--- config.mk ---
export PLATFORM = sky130hd
export DESIGN_NAME = iboot_loader_flat
export DESIGN_NICKNAME = d
export VERILOG_FILES = /design/src/rtl/soc_pkg.sv /design/src/rtl/mem_bus_if.sv /design/src/rtl/iboot_loader.sv /design/src/flat_wrapper.sv
export VERILOG_INCLUDE_DIRS = /design/src /design/src/rtl
export SDC_FILE = /design/constraint.sdc
export NUM_CORES = 1
export LEC_CHECK = 0
export BUFFER_PORTS_ARGS = -buffer_cell sky130_fd_sc_hd__buf_2
export CORE_MARGIN = 10
export CORE_UTILIZATION = 33
export CTS_CLUSTER_DIAMETER = 200
export DETAILED_ROUTE_END_ITERATION = 10
export GPL_ROUTABILITY_DRIVEN = 0
export PLACE_DENSITY_LB_ADDON = 0.05
export SYNTH_ARGS = -nofsm -noshare
export SYNTH_HDL_FRONTEND = slang
export SYNTH_SLANG_ARGS = --single-unit
--- constraint.sdc ---
create_clock -name clock_main -period 3.6 [get_ports clock_main]
set_input_delay 0.36 -clock clock_main [delete_from_list [all_inputs] [get_ports clock_main]]
set_output_delay 0.36 -clock clock_main [all_outputs]
set_load 0.02 [all_outputs]
--- src/rtl/soc_params.svh ---
`ifndef SOC_PARAMS_SVH
`define SOC_PARAMS_SVH

// Bus geometry, one 32-bit Wishbone word per access
`define SOC_ADDR_W 32
`define SOC_DATA_W 32
`define SOC_SEL_W 4

// Main RAM row, two bus words per row
`define SOC_ROW_W 64

// 1024 rows of 8 bytes, 8 KB in all
`define SOC_RAM_ROWS 1024

// Boot image length in bus words
`define SOC_BOOT_WORDS 16

// Byte address of boot word 0
`define SOC_BOOT_BASE 0

`endif

--- src/rtl/soc_pkg.sv ---
`include "soc_params.svh"

package soc_pkg;

	// Byte address on the memory bus
	typedef logic [`SOC_ADDR_W-1:0] bus_addr_t;

	// One bus data word
	typedef logic [`SOC_DATA_W-1:0] bus_data_t;

	// Byte selects, one per byte lane of a bus word
	typedef logic [`SOC_SEL_W-1:0] bus_sel_t;

	// One row of main RAM
	typedef logic [`SOC_ROW_W-1:0] ram_row_t;

	// Word i of the boot image
	// Upper half is a fixed tag, lower half repeats the index in both bytes
	function automatic bus_data_t boot_word(input int unsigned i);
		logic [15:0] low_half;
		low_half = 16'(i) * 16'h0101;
		return {16'hB007, low_half};
	endfunction

endpackage

--- src/rtl/mem_bus_if.sv ---
// Wishbone classic bus between masters, arbiter and RAM
interface mem_bus_if import soc_pkg::*; ();

	// Cycle and strobe rise together
	logic cyc;
	logic stb;
	// 1 for write, 0 for read
	logic we;
	bus_addr_t adr;
	bus_sel_t sel;
	bus_data_t dat_w;

	// Read data, valid only with ack
	bus_data_t dat_r;
	// One cycle pulse that ends an access
	logic ack;

	// Request side
	modport master (
		output cyc,
		output stb,
		output we,
		output adr,
		output sel,
		output dat_w,
		input dat_r,
		input ack
	);

	// Response side
	modport slave (
		input cyc,
		input stb,
		input we,
		input adr,
		input sel,
		input dat_w,
		output dat_r,
		output ack
	);

endinterface

--- src/rtl/iboot_loader.sv ---
`include "soc_params.svh"

// Copies the boot image into main RAM after reset
module iboot_loader import soc_pkg::*; (
	input logic clock_main,
	input logic rst_n,
	mem_bus_if.master bus,
	output logic boot_done
);

	// Wide enough for the last index, one bit at least
	localparam int CNT_W = (`SOC_BOOT_WORDS > 1) ? $clog2(`SOC_BOOT_WORDS) : 1;
	localparam int LAST_WORD = `SOC_BOOT_WORDS - 1;

	// Index of the word being written
	logic [CNT_W-1:0] word_cnt;
	// Request in flight
	logic active;
	// Whole image written
	logic done;
	// Byte address of the current word
	bus_addr_t word_adr;

	// Word i sits at base plus 4 times i
	assign word_adr = bus_addr_t'(`SOC_BOOT_BASE) + (bus_addr_t'(word_cnt) << 2);

	always_ff @(posedge clock_main) begin
		if (!rst_n) begin
			word_cnt <= '0;
			active <= 1'b0;
			done <= 1'b0;
		end else if (!active && !done) begin
			// First cycle out of reset, start the copy
			active <= 1'b1;
		end else if (active && bus.ack) begin
			if (word_cnt == CNT_W'(LAST_WORD)) begin
				// Last word accepted, release the bus for good
				active <= 1'b0;
				done <= 1'b1;
			end else begin
				// Next word, request stays up
				word_cnt <= word_cnt + 1'b1;
			end
		end
	end

	// Request is held steady until ack
	assign bus.cyc = active;
	assign bus.stb = active;
	// Writes only
	assign bus.we = 1'b1;
	assign bus.adr = word_adr;
	// Full word every time
	assign bus.sel = '1;
	assign bus.dat_w = boot_word(word_cnt);

	// Rises the cycle after the last ack and stays until reset
	assign boot_done = done;

endmodule

--- src/flat_wrapper.sv ---
// flat-port wrapper written by rule: the top's interface ports become plain ports
module iboot_loader_flat import soc_pkg::*;
  (clock_main, rst_n, boot_done, bus_cyc, bus_stb, bus_we, bus_adr, bus_sel, bus_dat_w, bus_dat_r, bus_ack);
  mem_bus_if bus_i ();
  input logic clock_main;
  input logic rst_n;
  output logic boot_done;
  output wire logic [$bits(bus_i.cyc)-1:0] bus_cyc;
  output wire logic [$bits(bus_i.stb)-1:0] bus_stb;
  output wire logic [$bits(bus_i.we)-1:0] bus_we;
  output wire logic [$bits(bus_i.adr)-1:0] bus_adr;
  output wire logic [$bits(bus_i.sel)-1:0] bus_sel;
  output wire logic [$bits(bus_i.dat_w)-1:0] bus_dat_w;
  input wire logic [$bits(bus_i.dat_r)-1:0] bus_dat_r;
  input wire logic [$bits(bus_i.ack)-1:0] bus_ack;
  assign bus_cyc = bus_i.cyc;
  assign bus_stb = bus_i.stb;
  assign bus_we = bus_i.we;
  assign bus_adr = bus_i.adr;
  assign bus_sel = bus_i.sel;
  assign bus_dat_w = bus_i.dat_w;
  assign bus_i.dat_r = bus_dat_r;
  assign bus_i.ack = bus_ack;
  iboot_loader u_core (.clock_main(clock_main), .rst_n(rst_n), .bus(bus_i), .boot_done(boot_done));
endmodule
Word level (Yosys, flattened, before mapping):

Index checks and enable logic that the tools add are counted.

* flip-flop bits (word level): 6
* input bits: 35

* add/sub/neg operators: 1
* multipliers: 1
* equal/unequal tests: 1
* multiplexer cells: 3
* bitwise logic cells: 2
* reduce and logical (&&, ||, !) cells: 9

Operators with widths (number)
* $mul 4x9->13 const B: 1
* $reduce_and 3->1: 2
* $add 4x1->4 const B: 1
* $eq 4x4->1 const B: 1
* $reduce_bool 2->1: 2
* $mux 1: 3
* $logic_and 1x1->1: 2
* $logic_not 1->1: 2
* $not 1->1: 2
* $reduce_and 2->1: 1

Longest topological paths before layout:

* depth in word-level cells: 4
* depth in mapped cells: 4

Worst setup path after synthesis:

OpenSTA, ideal clock, no wires.

* kind: reg-to-reg
* start: reg u_core.word_cnt[0]
* end: reg u_core.word_cnt[2]
* arrival: 1145 ps
* required time: 3480 ps
* setup slack: 2334 ps
* cell stages (with the launch flop): 5
* clock period less this slack: 1266 ps
* cell sequence: dfxtp_1 -> ha_1 -> nand3_1 -> nor3b_1 -> nor3_1

* word-level cells in the longest chain between the ends: 3
* elaborated cells between the ends (all ways): 4
* those cells by class: add/sub: 1; eq/ne: 1; bitwise: 1; reduce/logical: 1

Ends and longest elaborated chain
* from (decl): RTL line iboot_loader.sv:16 `logic [CNT_W-1:0] word_cnt;`
* from (signal assigned): RTL line iboot_loader.sv:42 `word_cnt <= word_cnt + 1'b1;`
* parallel branches: the longest is 3 deep, another holds $add 4x1->4

Parallel ways; which one is timed is not known.
A chain may end at the register's enable or synchronous reset.

Final worst setup path:

* start: reg u_core.word_cnt[3]
* end: out bus_adr[5]

RTL lines
* to (decl): RTL line flat_wrapper.sv:11 `output wire logic [$bits(bus_i.adr)-1:0] bus_adr;`

No word-level cell between the ends.

==> impl_metrics.csv <==
group,metric,value,unit
status,status,"complete, no violations",
critical_path,cp_cell_sequence,"buf_2",
global_routing,grt_busiest_layer,"met2",
routing,vias,441,
global_routing,grt_pass1_vias,468,
yosys,synth.most_common_cell,"buf_4",
critical_path,critPathKind,"reg -> out",
critical_path,required,3.24,ns
critical_path,timing.critical_path.buf_inv,1,
final_layout,final_nets,144,
critical_path,r2r_start,"u_core.word_cnt[0]",
sta,hold_viol_final,0,
sta,fin_ws,2.29,ns
yosys,synth_edf_count,0,
clock_network,clk_latency,0.24,ns
die,boundaryPins,107,
power_and_ir_drop,leakage,0.391,nW
yosys,ys_warn_count,0,
critical_path,cp_max_fo,8,
routing,drt-total-wl,1520,µm
yosys,yosysSeqAreaShare,15.4,%
sta,slew_violations,0,
die,die_x,68.6,µm
min_path,min_to,"u_core.boot_done",
critical_path,cp_top_family,"flip-flops",
final_layout,layout.cells.non_filler,134,
global_routing,antenna_found_initial,0,
yosys,synthArstFlopShare,0,%
sta,fin_setup_tns,0,ns
yosys,synth_commonest_cells,"buf_4 (66), dfxtp_1 (6), nand2_1 (5)",
routing,first_pass_iters,3,
routing,first_iter_violations,7,
global_routing,grt_pass1_wl,1920,µm
power_and_ir_drop,powerDensity,332,mW/mm²
min_path,hold_path_class,"in -> reg",
clock_network,clk_pin_slew,0.05,ns
min_path,worstHoldPathCells,2,
sta,fin_crit_sh,36.3,%
critical_path,rrSetupSlack,2.36,ns
global_routing,grt.met1_usage,5.56,%
global_routing,grt_max_degree,9,
sta,fin_worst_skew,0.00339,ns
sta,setup_viol,0,
routing,postRouteAntennaNets,0,
clock_network,cts_hold_buf,0,
critical_path,arrival,0.95,ns
global_routing,grt_util_met2,8.29,%
critical_path,r2r_cells,3,
placement,numPortBuffers,17,
die,rows,17,
final_layout,syn2layout_area_growth,-18.8,%
final_layout,drive_above_1_share,21.7,%
yosys,syn_inst,97,
yosys,yosysTopAreaCell,"buf_4",
clock_network,cts.htree.levels,1,
final_layout,antennaDiodeCount,0,
yosys,ys_ff_latch,6,
critical_path,cp_slowest_stage_delay,0.47,ns
routing,routed_via_density,3.29,
die,initial_utilization,34.9,%
global_routing,grt_use_total,5.24,%
clock_network,cts.sink_count,6,
die,chipHeight,68.6,µm
clock_network,cts_tree,"yes",
critical_path,worst_setup_path_start_kind,"flip-flop",
placement,dp_slack,2.37,ns
yosys,netlist_area,779,µm²
yosys,synth.avg_cell_area,8.04,µm²
yosys,synth_cell_types,19,
placement,placed_cells,131,
placement,hpwl,1390,µm
sta,max_freq,0.765,GHz
min_path,holdCritStartpoint,"rst_n",
clock_network,cts_resized,0,
power_and_ir_drop,vdd_drop_max,0.0000960,V
clock_network,numCtsBuffers,3,
run,max_cap_violations,0,
sta,grt_setup_unrepaired,"false",
die,fp.coreArea,0.00223,mm²
yosys,ys.flop_type,"dfxtp_1",
sta,period_minus_slack,1.31,ns
routing,drc,0,
global_routing,grt_use_met3,3.06,%
die,dieArea,0.00471,mm²
routing,routedWlPerCell,11.4,µm
clock_network,root_buffer,"clkbuf_4",
critical_path,critical_path.slowest_cell,"dfxtp_1",
yosys,synth_top_area_share,63.6,%
critical_path,reg2reg_to,"u_core.word_cnt[0]",
yosys,ys_top_cells_by_area,"buf_4 (64%), dfxtp_1 (15%), mux2i_1 (2.6%), nand2_1 (2.4%), a311oi_2 (1.9%)",
clock_network,cts_setup_buffers,0,
critical_path,crit_path_end_kind,"output port",
clock_network,clk_path_buf_depth,2,
final_layout,utilization,28.3,%
global_routing,gr-total-overflow,0,
[kinds of logic after synthesis]
group | after synthesis | synth area share (%)
other | 2 | 0.963
and+or+nand+nor | 14 | 9.79
DFF | 6 | 15.4
adders and majority gates | 1 | 1.60
AOI/OAI and AO/OA | 5 | 5.62
buffers and inverters | 67 | 64.0
muxes | 2 | 2.57
[state kept, by name (all words and copies together), names as in the netlist]
register,flops
u_core.boot_done,1
u_core.bus.cyc,1
u_core.word_cnt,4
[layout make-up]
| cell class | count | area [µm²] |
|---|---|---|
| Fill cell | 271 | 1600 |
| Multi-Input combinational cell | 79 | 367 |
| Sequential cell | 6 | 120 |
| Timing Repair Buffer | 17 | 85.1 |
| Tap cell | 28 | 35.0 |
| Clock buffer | 3 | 22.5 |
| Inverter | 1 | 3.75 |
[how the worst max path moves through the flow]
stage / from / end / slack [ns] / cells past startpoint
2_1_floorplan: u_core.word_cnt[0] / u_core.word_cnt[2] / 2.33 / 4
3_3_place_gp: u_core.word_cnt[0] / u_core.word_cnt[1] / 2.36 / 3
3_5_place_dp: u_core.word_cnt[0] / u_core.word_cnt[0] / 2.37 / 3
4_1_cts: u_core.word_cnt[0] / bus_dat_w[0] / 2.28 / 1
5_1_grt: u_core.word_cnt[0] / bus_dat_w[0] / 2.23 / 1
6_report: u_core.word_cnt[3] / bus_adr[5] / 2.29 / 1
[report_power, final]
part           internal (mW)  switching, mW  total, mW
Combinational        0.00708         0.0677     0.0748
Sequential            0.0686        0.00352     0.0721
Clock                 0.0378         0.0255     0.0633
Total                  0.113         0.0967      0.210
[metrics by stage]
stage	instance area, µm²	power (mW)	hold slack [ns]
after floorplan	986	0.188	0.478
after global placement	611	0.145	0.477
after detailed placement	611	0.145	0.486
after CTS	633	0.210	0.400
after global routing	633	0.223	0.399
final	633	0.210	0.397
[metal layers]
| layer | part of all wire, % | up-vias |
|---|---|---|
| met1 | 35 | 191 |
| met5 | 0 | - |
| met2 | 46 | 45 |
| li1 | - | 205 |
| met4 | 0 | 0 |
| met3 | 19 | 0 |
[layout by cell type, fill, tap and decap left out, drive strengths merged]
| cell | instances |
|---|---|
| a21oi | 1 |
| a311oi | 1 |
| a31oi | 2 |
| and2b | 1 |
| and4 | 1 |
| buf | 17 |
| clkbuf | 3 |
| conb | 57 |
| dfxtp | 6 |
| ha | 1 |
| inv | 1 |
| mux2i | 2 |
| nand2 | 5 |
| nand2b | 1 |
| nand3 | 1 |
| nor2 | 1 |
| nor2b | 1 |
| nor3 | 2 |
| nor3b | 1 |
| o21a | 1 |
Note: power is estimated with default switching activity, not from simulation.
