`config.mk`:
```
export PLATFORM = sky130hd
export DESIGN_NAME = mem_arbiter_flat
export DESIGN_NICKNAME = d
export VERILOG_FILES = /design/src/rtl/soc_pkg.sv /design/src/rtl/mem_bus_if.sv /design/src/rtl/mem_arbiter.sv /design/src/flat_wrapper.sv
export VERILOG_INCLUDE_DIRS = /design/src /design/src/rtl
export SDC_FILE = /design/constraint.sdc
export NUM_CORES = 1
export LEC_CHECK = 0
export BUFFER_PORTS_ARGS = -buffer_cell sky130_fd_sc_hd__buf_2
export CORE_AREA = 2 2 122 124
export DETAILED_ROUTE_END_ITERATION = 10
export DIE_AREA = 0 0 124 126
export GPL_TIMING_DRIVEN = 0
export PLACE_DENSITY = 0.48
export SYNTH_ARGS = -nofsm -noshare
export SYNTH_HDL_FRONTEND = slang
export SYNTH_SLANG_ARGS = --single-unit
```
`constraint.sdc`:
```
create_clock -name clock_main -period 4 [get_ports clock_main]
set_input_delay 0.8 -clock clock_main [delete_from_list [all_inputs] [get_ports clock_main]]
set_output_delay 0.8 -clock clock_main [all_outputs]
set_load 0.03 [all_outputs]
```
`src/rtl/soc_params.svh`:
```
`ifndef SOC_PARAMS_SVH
`define SOC_PARAMS_SVH

// Bus geometry, one 32-bit Wishbone word per access
`define SOC_ADDR_W 32
`define SOC_DATA_W 32
`define SOC_SEL_W 4

// Main RAM row, two bus words per row
`define SOC_ROW_W 64

// 1024 rows of 8 bytes, 8 KB in all
`define SOC_RAM_ROWS 1024

// Boot image length in bus words
`define SOC_BOOT_WORDS 16

// Byte address of boot word 0
`define SOC_BOOT_BASE 0

`endif

```
`src/rtl/soc_pkg.sv`:
```
`include "soc_params.svh"

package soc_pkg;

	// Byte address on the memory bus
	typedef logic [`SOC_ADDR_W-1:0] bus_addr_t;

	// One bus data word
	typedef logic [`SOC_DATA_W-1:0] bus_data_t;

	// Byte selects, one per byte lane of a bus word
	typedef logic [`SOC_SEL_W-1:0] bus_sel_t;

	// One row of main RAM
	typedef logic [`SOC_ROW_W-1:0] ram_row_t;

	// Word i of the boot image
	// Upper half is a fixed tag, lower half repeats the index in both bytes
	function automatic bus_data_t boot_word(input int unsigned i);
		logic [15:0] low_half;
		low_half = 16'(i) * 16'h0101;
		return {16'hB007, low_half};
	endfunction

endpackage

```
`src/rtl/mem_bus_if.sv`:
```
// Wishbone classic bus between masters, arbiter and RAM
interface mem_bus_if import soc_pkg::*; ();

	// Cycle and strobe rise together
	logic cyc;
	logic stb;
	// 1 for write, 0 for read
	logic we;
	bus_addr_t adr;
	bus_sel_t sel;
	bus_data_t dat_w;

	// Read data, valid only with ack
	bus_data_t dat_r;
	// One cycle pulse that ends an access
	logic ack;

	// Request side
	modport master (
		output cyc,
		output stb,
		output we,
		output adr,
		output sel,
		output dat_w,
		input dat_r,
		input ack
	);

	// Response side
	modport slave (
		input cyc,
		input stb,
		input we,
		input adr,
		input sel,
		input dat_w,
		output dat_r,
		output ack
	);

endinterface

```
`src/rtl/mem_arbiter.sv`:
```
// Fixed-priority arbiter, boot loader over host
// Grant is held for one whole access, from request to ack
module mem_arbiter import soc_pkg::*; (
	input logic clock_main,
	input logic rst_n,
	mem_bus_if.slave boot_bus,
	mem_bus_if.slave host_bus,
	mem_bus_if.master ram_bus
);

	// Access granted and waiting for ack
	logic busy;
	// Registered owner, 1 when the host holds the grant
	logic owner_host;
	// Idle choice, loader wins whenever it asks
	logic pick_host;
	// Owner seen by the muxes this cycle
	logic sel_host;

	// Muxed request toward the RAM
	logic req_cyc;
	logic req_stb;
	logic req_we;
	bus_addr_t req_adr;
	bus_sel_t req_sel;
	bus_data_t req_dat;

	// Loader has priority until it lets go of cyc
	assign pick_host = !boot_bus.cyc;

	// Choice is combinational while idle, then frozen
	assign sel_host = busy ? owner_host : pick_host;

	always_comb begin
		if (sel_host) begin
			req_cyc = host_bus.cyc;
			req_stb = host_bus.stb;
			req_we = host_bus.we;
			req_adr = host_bus.adr;
			req_sel = host_bus.sel;
			req_dat = host_bus.dat_w;
		end else begin
			req_cyc = boot_bus.cyc;
			req_stb = boot_bus.stb;
			req_we = boot_bus.we;
			req_adr = boot_bus.adr;
			req_sel = boot_bus.sel;
			req_dat = boot_bus.dat_w;
		end
	end

	always_ff @(posedge clock_main) begin
		if (!rst_n) begin
			busy <= 1'b0;
			owner_host <= 1'b0;
		end else if (!busy) begin
			// Lock the owner when its request reaches the RAM
			if (req_cyc && req_stb) begin
				busy <= 1'b1;
				owner_host <= pick_host;
			end
		end else if (ram_bus.ack) begin
			// Access over, back to idle next cycle
			busy <= 1'b0;
		end
	end

	// Request to the RAM
	assign ram_bus.cyc = req_cyc;
	assign ram_bus.stb = req_stb;
	assign ram_bus.we = req_we;
	assign ram_bus.adr = req_adr;
	assign ram_bus.sel = req_sel;
	assign ram_bus.dat_w = req_dat;

	// Response goes to the owner only
	// The other master sees no ack and keeps waiting
	assign boot_bus.ack = ram_bus.ack && !sel_host;
	assign host_bus.ack = ram_bus.ack && sel_host;
	assign boot_bus.dat_r = sel_host ? '0 : ram_bus.dat_r;
	assign host_bus.dat_r = sel_host ? ram_bus.dat_r : '0;

endmodule

```
`src/flat_wrapper.sv`:
```
// flat-port wrapper written by rule: the top's interface ports become plain ports
module mem_arbiter_flat import soc_pkg::*;
  (clock_main, rst_n, boot_bus_cyc, boot_bus_stb, boot_bus_we, boot_bus_adr, boot_bus_sel, boot_bus_dat_w, boot_bus_dat_r, boot_bus_ack, host_bus_cyc, host_bus_stb, host_bus_we, host_bus_adr, host_bus_sel, host_bus_dat_w, host_bus_dat_r, host_bus_ack, ram_bus_cyc, ram_bus_stb, ram_bus_we, ram_bus_adr, ram_bus_sel, ram_bus_dat_w, ram_bus_dat_r, ram_bus_ack);
  mem_bus_if boot_bus_i ();
  mem_bus_if host_bus_i ();
  mem_bus_if ram_bus_i ();
  input logic clock_main;
  input logic rst_n;
  input wire logic [$bits(boot_bus_i.cyc)-1:0] boot_bus_cyc;
  input wire logic [$bits(boot_bus_i.stb)-1:0] boot_bus_stb;
  input wire logic [$bits(boot_bus_i.we)-1:0] boot_bus_we;
  input wire logic [$bits(boot_bus_i.adr)-1:0] boot_bus_adr;
  input wire logic [$bits(boot_bus_i.sel)-1:0] boot_bus_sel;
  input wire logic [$bits(boot_bus_i.dat_w)-1:0] boot_bus_dat_w;
  output wire logic [$bits(boot_bus_i.dat_r)-1:0] boot_bus_dat_r;
  output wire logic [$bits(boot_bus_i.ack)-1:0] boot_bus_ack;
  input wire logic [$bits(host_bus_i.cyc)-1:0] host_bus_cyc;
  input wire logic [$bits(host_bus_i.stb)-1:0] host_bus_stb;
  input wire logic [$bits(host_bus_i.we)-1:0] host_bus_we;
  input wire logic [$bits(host_bus_i.adr)-1:0] host_bus_adr;
  input wire logic [$bits(host_bus_i.sel)-1:0] host_bus_sel;
  input wire logic [$bits(host_bus_i.dat_w)-1:0] host_bus_dat_w;
  output wire logic [$bits(host_bus_i.dat_r)-1:0] host_bus_dat_r;
  output wire logic [$bits(host_bus_i.ack)-1:0] host_bus_ack;
  output wire logic [$bits(ram_bus_i.cyc)-1:0] ram_bus_cyc;
  output wire logic [$bits(ram_bus_i.stb)-1:0] ram_bus_stb;
  output wire logic [$bits(ram_bus_i.we)-1:0] ram_bus_we;
  output wire logic [$bits(ram_bus_i.adr)-1:0] ram_bus_adr;
  output wire logic [$bits(ram_bus_i.sel)-1:0] ram_bus_sel;
  output wire logic [$bits(ram_bus_i.dat_w)-1:0] ram_bus_dat_w;
  input wire logic [$bits(ram_bus_i.dat_r)-1:0] ram_bus_dat_r;
  input wire logic [$bits(ram_bus_i.ack)-1:0] ram_bus_ack;
  assign boot_bus_i.cyc = boot_bus_cyc;
  assign boot_bus_i.stb = boot_bus_stb;
  assign boot_bus_i.we = boot_bus_we;
  assign boot_bus_i.adr = boot_bus_adr;
  assign boot_bus_i.sel = boot_bus_sel;
  assign boot_bus_i.dat_w = boot_bus_dat_w;
  assign boot_bus_dat_r = boot_bus_i.dat_r;
  assign boot_bus_ack = boot_bus_i.ack;
  assign host_bus_i.cyc = host_bus_cyc;
  assign host_bus_i.stb = host_bus_stb;
  assign host_bus_i.we = host_bus_we;
  assign host_bus_i.adr = host_bus_adr;
  assign host_bus_i.sel = host_bus_sel;
  assign host_bus_i.dat_w = host_bus_dat_w;
  assign host_bus_dat_r = host_bus_i.dat_r;
  assign host_bus_ack = host_bus_i.ack;
  assign ram_bus_cyc = ram_bus_i.cyc;
  assign ram_bus_stb = ram_bus_i.stb;
  assign ram_bus_we = ram_bus_i.we;
  assign ram_bus_adr = ram_bus_i.adr;
  assign ram_bus_sel = ram_bus_i.sel;
  assign ram_bus_dat_w = ram_bus_i.dat_w;
  assign ram_bus_i.dat_r = ram_bus_dat_r;
  assign ram_bus_i.ack = ram_bus_ack;
  mem_arbiter u_core (.clock_main(clock_main), .rst_n(rst_n), .boot_bus(boot_bus_i), .host_bus(host_bus_i), .ram_bus(ram_bus_i));
endmodule
```
; After elaboration in Yosys (flattened, before gate mapping)
; Cells that the tools add are included.
[word_totals]
regBits = 2
in_bits = 177
output_inout_bits = 137
word_cells = 21
[classes]
muxes = 12
n_bitwise = 1
reduce_logical = 6
[ops]
columns = op, n
row1 = 32-bit 2-to-1 mux, 4
row2 = 1-bit 2-to-1 mux, 7
row3 = 4-bit 2-to-1 mux, 1
row4 = 1-bit logical AND, 3
row5 = 1-bit logical NOT, 2
row6 = 2-bit AND reduction, 1
row7 = 1-bit inverter, 1

; Longest topological paths before layout
; Gate-level depths: netlist (run 1).
[depth]
depth_word = 6
ltp_mapped = 5

; Worst setup path after synthesis (run 1)
; OpenSTA, ideal clock, no wires.
[synth_path]
path_type = input to output
start = input boot_bus_cyc
end = output ram_bus_dat_w[30]
arrival_ns = 1.811
t_required_ns = 3.200
slack_ns = 1.389
cell_stages = 5
path_buffers = 2
cell_sequence = inv_1 > mux2i_2 > buf_6 > buf_6 > mux2_1
[synth_between]
elab_chain_cells = 3
[synth_rtl]
columns = item, line
row1 = start: declaration, flat_wrapper.sv:9  ; input wire logic [$bits(boot_bus_i.cyc)-1:0] boot_bus_cyc;
row2 = 1-bit logical NOT, mem_arbiter.sv:29  ; assign pick_host = !boot_bus.cyc;
row3 = 1-bit 2-to-1 mux, mem_arbiter.sv:32  ; assign sel_host = busy ? owner_host : pick_host;
row4 = 32-bit 2-to-1 mux, mem_arbiter.sv:35  ; if (sel_host) begin
row5 = end: declaration, flat_wrapper.sv:30  ; output wire logic [$bits(ram_bus_i.dat_w)-1:0] ram_bus_dat_w;
; Every way passes these cells.

; Worst setup path in the final report (run 1)
[layout_path]
start = input boot_bus_cyc
end = output host_bus_dat_r[20]
[layout_between]
elab_chain_cells = 3
[layout_rtl]
columns = item, line
row1 = 1-bit logical NOT, mem_arbiter.sv:29
row2 = 1-bit 2-to-1 mux, mem_arbiter.sv:32
row3 = 32-bit 2-to-1 mux, mem_arbiter.sv:81  ; assign host_bus.dat_r = sel_host ? ram_bus.dat_r : '0;
row4 = end: declaration, flat_wrapper.sv:23  ; output wire logic [$bits(host_bus_i.dat_r)-1:0] host_bus_dat_r;
; Every way passes these cells.

==> results of run 1 <==
[cell families (layout without fill, tap and decap cells)]
kind of cell	count (synthesis)	in the layout
AOI/OAI and AO/OA	5	5
buffers and inverters	17	333
DFF	2	2
muxes	72	72
and+or+nand+nor	72	72
[flip-flops by register name, indices dropped and copies added, names as in the netlist]
| name | flops |
|---|---|
| u_core.owner_host | 1 |
| u_core.busy | 1 |
[worst max-delay path, stage by stage]
cell and delay (ps):
buf_2 130, mux2i_1 590, clkbuf_1 340, and2_1 190, buf_2 200
[per-layer routing]
layer  vias to the layer above  GRT usage [%]  part of all wire (%)
li1                       1210              -                     -
met1                      1067           9.04                    36
met2                       161           17.6                    53
met3                         2           1.59                    11
met4                         0           1.19                  0.42
met5                         -              0                     0
[cell type report]
class	instances	area [sq um]	share of cell area, %
timing repair buffer	313	1570	44.7
multi-input combinational	149	1460	41.6
clock buffer	3	75.1	2.14
sequential	2	40.0	1.14
tap	184	230	6.57
buffer	15	126	3.61
inverter	2	7.51	0.214
[Yosys cell counts]
| library cell | count | share of area (%) |
|---|---|---|
| a31oi_1 | 1 | 0.38 |
| dfxtp_1 | 2 | 2.5 |
| buf_4 | 1 | 0.46 |
| mux2_2 | 23 | 16 |
| mux2_1 | 1 | 0.69 |
| buf_2 | 2 | 0.61 |
| buf_6 | 2 | 1.4 |
| inv_1 | 2 | 0.46 |
| clkbuf_1 | 3 | 0.69 |
| a21oi_1 | 3 | 0.92 |
| nand3b_1 | 1 | 0.46 |
| clkbuf_2 | 3 | 0.92 |
| nor2_1 | 1 | 0.23 |
| buf_8 | 4 | 3.7 |
| mux2i_1 | 1 | 0.61 |
| mux2_4 | 46 | 42 |
| o221a_2 | 1 | 0.69 |
| and2_1 | 66 | 25 |
| mux2i_2 | 1 | 0.84 |
| nand2_1 | 4 | 0.92 |
[stage by stage]
stage	utilization [%]	cells	total power, mW
floorplan	-	168	0.484
global placement	23.9	665	0.705
detailed placement	23.9	665	0.710
CTS	24.5	668	0.862
global route	24.5	668	0.899
finish	24.5	668	0.850
[path summary, 6_finish.rpt]
check	endpoint	from	slack, ps	cells past startpoint
max	host_bus_dat_r[20]	boot_bus_cyc	940	5
min	u_core.owner_host	u_core.owner_host	610	1
max reg2reg	u_core.owner_host	u_core.busy	3150	3
min reg2reg	u_core.owner_host	u_core.owner_host	610	1
[cells in the final DEF, fill, tap and decap left out, drive strengths merged]
cell type	netlist	routed
mux2i	2	2
and2	66	66
dfxtp	2	2
inv	2	2
a21oi	3	3
o221a	1	1
buf	9	322
mux2	70	70
nand3b	1	1
nor2	1	1
nand2	4	4
clkbuf	6	9
a31oi	1	1
[power groups by stage]
stage	Clock (mW)	Sequential (mW)	Combinational, mW
after floorplan	0	0.0222	0.462
after global placement	0	0.0224	0.683
after detailed placement	0	0.0224	0.688
after CTS	0.151	0.0222	0.689
after global routing	0.154	0.0223	0.723
final	0.148	0.0222	0.680
==> flow_summary.json, run 1 <==
{
  "status": "finished, final reports clean",
  "cts.path.max_buffers": 2,
  "setup_viol": 0,
  "p_leak_nw": 2.11,
  "drt_pass1_iterations": 4,
  "critPathCaptureType": "output port",
  "post_cts_resized": 0,
  "critPathLaunchType": "input pin",
  "synth_nets": 345,
  "nNetsFinal": 663,
  "grt_pass1_wl_um": 10700,
  "track_usage_pct": 8.63,
  "antenna_found_initial": 0,
  "p_clk_share_pct": 17.4,
  "initial_core_util_pct": 11.4,
  "cts_tree": "done",
  "cts_buffers": 3,
  "slew_headroom_pct": 47.2,
  "dp_hpwl_um": 7250,
  "drc": 0,
  "wl_per_cell_um": 12.0,
  "dpl_worst_slack_ps": 878,
  "stdcell_area_sq_um": 3500,
  "area_delta_synth_final_pct": 115,
  "ir_drop_v": 0.000103,
  "cts_max_level": 1,
  "synthMuxAreaShare_pct": 60.4,
  "synth-seq-cells": 2,
  "yosysWarnings": 0,
  "place_area_sq_um": 3430,
  "insertion_delay_ps": 220,
  "vias": 2440,
  "postCtsSetupBuffers": 0,
  "synth_area_per_cell_sq_um": 9.70,
  "holdBufCountCts": 0,
  "period_minus_slack_ps": 3060,
  "clkTransAtPathRegs_ps": 30,
  "synthSimpleGateAreaFrac_pct": 26.9,
  "synthCells": 168,
  "first_global_vias": 2296,
  "synth_cell_type_count": 20,
  "maxSlewViolCount": 0,
  "setup_ws_ps": 944,
  "fin_hold_ws_ps": 611,
  "arrival_ps": 2260,
  "antenna_left": 0,
  "min_period_over_period_pct": 76.4,
  "synth_fa_ha_area_share_pct": 0,
  "io_buffers": 313,
  "seq_power_share_pct": 2.6,
  "die_h_um": 126,
  "hold_class": "reg2reg",
  "worst_clock_skew_ps": 0.761,
  "drive_gt1_share_pct": 82.4,
  "routed_wl_um": 8030,
  "yosysSeqAreaShare_pct": 2.46,
  "die_x_um": 124,
  "drt_iter0_drc": 38,
  "cts-root-buf": "clkbuf_16",
  "pwr-share-comb_pct": 80.0,
  "power.switching_uw": 422,
  "synth_top_family_by_area": "multiplexers",
  "required_ps": 3200,
  "fmax_mhz": 327,
  "p_int_uw": 428,
  "setup_tns_ps": 0,
  "n_antenna_cell": 0,
  "synth_compound_area_share_pct": 2.00,
  "die_area_sq_um": 15600,
  "critPathMaxFanout": 10,
  "numClockSinks": 2,
  "placementRows": 44,
  "power.density_nw_per_um2": 243,
  "grt_max_degree": 11,
  "io_pins": 314,
  "switching_share_pct": 49.7,
  "hold_viol": 0,
  "syn_area_sq_um": 1630,
  "worstMarginPinSlew_ps": 770,
  "core-area_sq_um": 14300,
  "vias_per_cell": 3.65,
  "critical_path_class": "in2out",
  "fillers": 1590,
  "overflow": 0,
  "rsz0062_at_grt": "no",
  "synth_xor_area_share_pct": 0,
  "drv_cap": 0,
  "gp_congestion": 0.741
}
Note: power is estimated with default switching activity, not from simulation.
==> inputs of run 2 (changes only) <==
--- a/config.mk
+++ b/config.mk
@@ -7,11 +7,11 @@
 export NUM_CORES = 1
 export LEC_CHECK = 0
 export BUFFER_PORTS_ARGS = -buffer_cell sky130_fd_sc_hd__buf_2
-export CORE_AREA = 2 2 122 124
+export CORE_AREA = 2 2 121 123
 export DETAILED_ROUTE_END_ITERATION = 10
-export DIE_AREA = 0 0 124 126
+export DIE_AREA = 0 0 123 125
 export GPL_TIMING_DRIVEN = 0
-export PLACE_DENSITY = 0.48
+export PLACE_DENSITY = 0.5
 export SYNTH_ARGS = -nofsm -noshare
 export SYNTH_HDL_FRONTEND = slang
 export SYNTH_SLANG_ARGS = --single-unit
==> constraint.sdc (replaced) <==
create_clock -name clock_main -period 2.5 [get_ports clock_main]
set_input_delay 0.5 -clock clock_main [delete_from_list [all_inputs] [get_ports clock_main]]
set_output_delay 0.5 -clock clock_main [all_outputs]
set_load 0.03 [all_outputs]
==> run 2 against run 1 <==
  * First-iteration DRC count rose by 58%
  * Register-to-register slack got worse by 1500 ps
  * Critical endpoint is now ram_bus_dat_w[25]
  * Clock-buffer cell count did not move
  * Highest routed layer unchanged
  * Non-clock buffer count rose by 2
==> flow_summary.json, run 2 (synthesis results as in run 1) <==
{
  "status": "finished, final reports clean",
  "initial_core_util_pct": 11.5,
  "setup_viol": 0,
  "stdcell_area_sq_um": 3550,
  "die_x_um": 123,
  "final_common_cell": "buf_2",
  "worstMarginPinSlew_ps": 340,
  "antenna_found_initial": 0,
  "maxSlewViolCount": 0,
  "cts_buffers": 3,
  "period_minus_slack_ps": 2390,
  "critPathLaunchType": "register",
  "cts_max_level": 1,
  "clkTransAtPathRegs_ps": 30,
  "reg2reg_setup_slack_ps": 1620,
  "first_global_vias": 2216,
  "path_buf_inv": 4,
  "grt_pass1_wl_um": 11700,
  "die_area_sq_um": 15400,
  "die_h_um": 125,
  "rsz0062_at_grt": "no",
  "fin_hold_ws_ps": 520,
  "n_antenna_cell": 0,
  "critPathMaxFanout": 10,
  "io_buffers": 313,
  "cp_num_cells": 6,
  "dp_hpwl_um": 7810,
  "place_area_sq_um": 3430,
  "cpMaxStageDelayCell": "mux2_4",
  "grt_max_degree": 11,
  "worst_clock_skew_ps": 1.97,
  "insertion_delay_ps": 220,
  "critPathTopFamily": "buffers and inverters",
  "area_delta_synth_final_pct": 118,
  "arrival_ps": 1890,
  "overflow": 0,
  "hold_viol": 0,
  "ir_drop_v": 0.000341,
  "cts_tree": "done",
  "vias_per_cell": 3.65,
  "gp_congestion": 0.792,
  "placementRows": 44,
  "power.density_nw_per_um2": 392,
  "min_period_over_period_pct": 95.5,
  "nNetsFinal": 665,
  "r2r_cells": 3,
  "required_ps": 2000,
  "holdPathEnd": "u_core.busy",
  "drc": 0,
  "fmax_mhz": 419,
  "timing.rr.end": "u_core.owner_host",
  "timing.critical_path.mode_cell": "buf_6",
  "track_usage_pct": 9.75,
  "critPathCaptureType": "output port",
  "reg_top3": "u_core.busy (1), u_core.owner_host (1)",
  "drive_gt1_share_pct": 82.7,
  "drt_pass1_iterations": 4,
  "vias": 2444,
  "r2r_start": "u_core.busy",
  "cts.path.max_buffers": 2,
  "slowest_delay_ps": 340,
  "numClockSinks": 2,
  "drt_iter0_drc": 60,
  "fin_util_pct": 25.0,
  "core-area_sq_um": 14200,
  "final_cell_mix": "315 x buf_2, 66 x and2_1, 46 x mux2_4",
  "io_pins": 314,
  "cts-root-buf": "clkbuf_16",
  "slew_headroom_pct": 76.8,
  "drv_cap": 0,
  "crit_chain": "buf_4, mux2i_4, buf_6, buf_6, mux2_4, buf_2",
  "setup_tns_ps": 0,
  "hp-start": "rst_n",
  "routed_wl_um": 8680,
  "wl_per_cell_um": 13.0,
  "hold_class": "in2reg",
  "fillers": 1594,
  "antenna_left": 0,
  "critical_path_class": "reg2out",
  "p_leak_nw": 2.12,
  "holdPathStages": 3
}
==> run 2: changes by cell type in the layout (fill, tap and decap cells not counted) <==
| cell | delta |
|---|---|
| mux2i_4 | +2 |
| buf_12 | +1 |
| buf_4 | +1 |
| mux2i_1 | -1 |
| mux2i_2 | -1 |
==> run 2: metal layers <==
layer  part of all wire [%]  track usage (%)  up-vias
met3                    9.8             1.41        3
met4                   0.27             1.00        0
met2                     50             18.4      149
met5                      0                0        -
li1                       -                -     1212
met1                     40             11.8     1080
==> run 2: cell type report <==
cell class,count,area [sq um],area share [%]
buffer,15,126,3.56
clock buffer,3,75.1,2.11
inverter,2,7.51,0.211
multi-input combinational,149,1480,41.6
sequential,2,40.0,1.13
tap,184,230,6.48
timing repair buffer,315,1590,44.9
==> run 2: power by group <==
part | leakage [nW] | switching (mW) | internal [mW]
logic | 2.07 | 0.656 | 0.458
registers | 0.0164 | 0.00143 | 0.0343
clock network | 0.0370 | 0.0374 | 0.204
total | 2.12 | 0.695 | 0.695
==> run 2: worst max path at each step <==
stage / start / endpoint / slack (ps)
3_3_place_gp: boot_bus_cyc / host_bus_dat_r[29] / -110
5_1_grt: u_core.busy / host_bus_dat_r[15] / 5
3_5_place_dp: boot_bus_cyc / host_bus_dat_r[15] / -50
6_report: u_core.busy / ram_bus_dat_w[25] / 110
4_1_cts: u_core.busy / host_bus_dat_r[18] / 5
2_1_floorplan: boot_bus_cyc / ram_bus_dat_w[30] / 490
==> run 2: tightest hold or removal path, cell delays in order <==
cell and delay [ps]:
buf_2 110, nand2_1 50, a21oi_1 30
==> run 2: repair_timing <==
action                                  in CTS  in global routing
resized for setup                            1                  2
endpoints found under the setup margin      30                 33
hold buffers                                 0                  0
setup buffers                                0                  2
==> run 2: per-stage QoR <==
stage / total power [mW] / std cells / worst slack [ps]
after global routing: 1.46 / 670 / 4.84
after detailed placement: 1.14 / 665 / -48.2
after floorplan: 0.774 / 168 / 489
after CTS: 1.39 / 668 / 5.29
after global placement: 1.14 / 665 / -115
final: 1.39 / 670 / 112
==> inputs of run 3 (changes only) <==
--- a/config.mk
+++ b/config.mk
@@ -8,10 +8,12 @@
 export LEC_CHECK = 0
 export BUFFER_PORTS_ARGS = -buffer_cell sky130_fd_sc_hd__buf_2
 export CORE_AREA = 2 2 121 123
+export CTS_BUF_LIST = sky130_fd_sc_hd__clkbuf_8
 export DETAILED_ROUTE_END_ITERATION = 10
 export DIE_AREA = 0 0 123 125
 export GPL_TIMING_DRIVEN = 0
 export PLACE_DENSITY = 0.5
+export RECOVER_POWER = 25
 export SYNTH_ARGS = -nofsm -noshare
 export SYNTH_HDL_FRONTEND = slang
 export SYNTH_SLANG_ARGS = --single-unit
==> run 3 against run 2 <==
  * Clock power down 46%
  * Critical path depth unchanged
  * First-iteration DRC count up 1.7%
  * Sequential power about the same
  * Sequential share of layout area about the same
  * Utilization down 0.29 points
  * Clock skew up 2.6 ps
  * Combinational power about the same
  * Worst hold slack better by 8.0 ps
  * Worst setup slack better by 3.2 ps
  * Register-to-register slack about the same
  * Cell area down 1.2%
  * Largest cell class unchanged
  * Largest power group unchanged
==> flow_summary.json, run 3 (synthesis results as in run 1) <==
{
  "status": "finished, final reports clean",
  "slowest_delay_ps": 340,
  "power.switching_uw": 686,
  "period_minus_slack_ps": 2380,
  "critPathCaptureType": "output port",
  "holdPathStages": 3,
  "hold_viol": 0,
  "rsz0062_at_grt": "no",
  "p_leak_nw": 2.09,
  "fmax_mhz": 419,
  "placementRows": 44,
  "cts.path.max_buffers": 2,
  "reg_top3": "u_core.busy (1), u_core.owner_host (1)",
  "clkTransAtPathRegs_ps": 30,
  "required_ps": 2000,
  "setup_tns_ps": 0,
  "pwr-share-comb_pct": 87.1,
  "antenna_left": 0,
  "cp_num_cells": 6,
  "crit_chain": "buf_4, mux2i_4, buf_6, buf_6, mux2_4, buf_2",
  "holdBufCountCts": 0,
  "insertion_delay_ps": 210,
  "die_h_um": 125,
  "cts_tree": "done",
  "nNetsFinal": 665,
  "antenna_found_initial": 0,
  "setup_viol": 0,
  "reg2reg_setup_slack_ps": 1620,
  "slew_headroom_pct": 76.7,
  "ir_drop_v": 0.000256,
  "gp_congestion": 0.792,
  "n_antenna_cell": 0,
  "drc": 0,
  "min_period_over_period_pct": 95.4,
  "setup_ws_ps": 115,
  "dp_hpwl_um": 7810,
  "worstMarginPinSlew_ps": 342,
  "power_mw": 1.28,
  "track_usage_pct": 9.75,
  "drt_pass1_iterations": 4,
  "fin_hold_ws_ps": 528,
  "globalRouteMet2Util_pct": 18.5,
  "grt_max_degree": 11,
  "cpMaxStageDelayCell": "mux2_4",
  "wl_per_cell_um": 13.0,
  "drive_gt1_share_pct": 81.5,
  "grt_pass1_wl_um": 11700,
  "io_pins": 314,
  "maxSlewViolCount": 0,
  "area_delta_synth_final_pct": 115,
  "routed_wl_um": 8680,
  "power.density_nw_per_um2": 364,
  "ff_latch_area_sq_um": 40.0,
  "switching_share_pct": 53.7,
  "arrival_ps": 1880,
  "die_area_sq_um": 15400,
  "cts_max_level": 1,
  "critPathTopFamily": "buffers and inverters",
  "critical_path_class": "reg2out",
  "p_int_uw": 591,
  "final_common_cell": "buf_2",
  "drv_cap": 0,
  "vias": 2442,
  "io_buffers": 313,
  "path_buf_inv": 4,
  "hold_class": "in2reg",
  "critPathMaxFanout": 10,
  "dpl_worst_slack_ps": -48.2,
  "initial_core_util_pct": 11.5,
  "seq_power_share_pct": 2.8,
  "first_global_vias": 2216,
  "vias_per_cell": 3.64,
  "die_x_um": 123,
  "final_cell_mix": "288 x buf_2, 66 x and2_1, 46 x mux2_4",
  "overflow": 0,
  "fillers": 1601,
  "use_met1_pct": 11.8,
  "critPathLaunchType": "register",
  "drt_iter0_drc": 61,
  "cts-root-buf": "clkbuf_8",
  "met3_usage_pct": 1.41,
  "cts_buffers": 3,
  "timing.critical_path.mode_cell": "buf_6",
  "top_usage_layer": "met2",
  "core-area_sq_um": 14200,
  "numClockSinks": 2,
  "r2r_cells": 3,
  "worst_clock_skew_ps": 4.55,
  "multi_input_area_sq_um": 1480,
  "fin_util_pct": 24.7,
  "p_clk_share_pct": 10.1
}
-- run 3: cell types whose count changed in the layout (fill, tap and decap cells not counted) --
cell       previous run  this run
buf_2               315       288
clkbuf_1              3         9
clkbuf_16             3         0
clkbuf_2              3        24
clkbuf_8              0         3
-- run 3: repair_timing --
| item | CTS | global route |
|---|---|---|
| setup buffers | 0 | 2 |
| endpoints found under the hold margin | 0 | 0 |
| setup endpoints to repair | 30 | 31 |
| resized for setup | 1 | 2 |
-- run 3: final timing paths --
kind                      from                end
max                u_core.busy  ram_bus_dat_w[25]
min                      rst_n        u_core.busy
max reg2reg        u_core.busy  u_core.owner_host
min reg2reg  u_core.owner_host  u_core.owner_host
-- run 3: power groups by stage --
stage	clock network (mW)	registers (mW)	logic (mW)
CTS	0.131	0.0355	1.11
global placement	0	0.0358	1.11
detailed placement	0	0.0359	1.11
finish	0.129	0.0357	1.11
global route	0.135	0.0360	1.18
floorplan	0	0.0356	0.739
-- run 3: tightest hold or removal path: cells and delay by family --
family | cells | cell delay, ps
and+or+nand+nor | 1 | 50
buffers and inverters | 1 | 110
AOI/OAI and AO/OA | 1 | 30
-- run 3: routing by layer --
layer  wire [um]  part of all wire [%]
met4          21                  0.24
met1        3410                    39
met3         837                   9.6
met5           0                     0
met2        4410                    51
-- run 3: layout make-up --
type,instances,share of cell area (%)
Buffer,15,3.60
Clock buffer,3,1.18
Inverter,2,0.214
Multi-Input combinational cell,149,42.1
Sequential cell,2,1.14
Tap cell,184,6.56
Timing Repair Buffer,315,45.2
-- run 3: metrics by stage --
| step | cells | cell area [sq um] |
|---|---|---|
| CTS | 668 | 3470 |
| finish | 670 | 3510 |
| floorplan | 168 | 1630 |
| global route | 670 | 3510 |
| global placement | 665 | 3430 |
| detailed placement | 665 | 3430 |
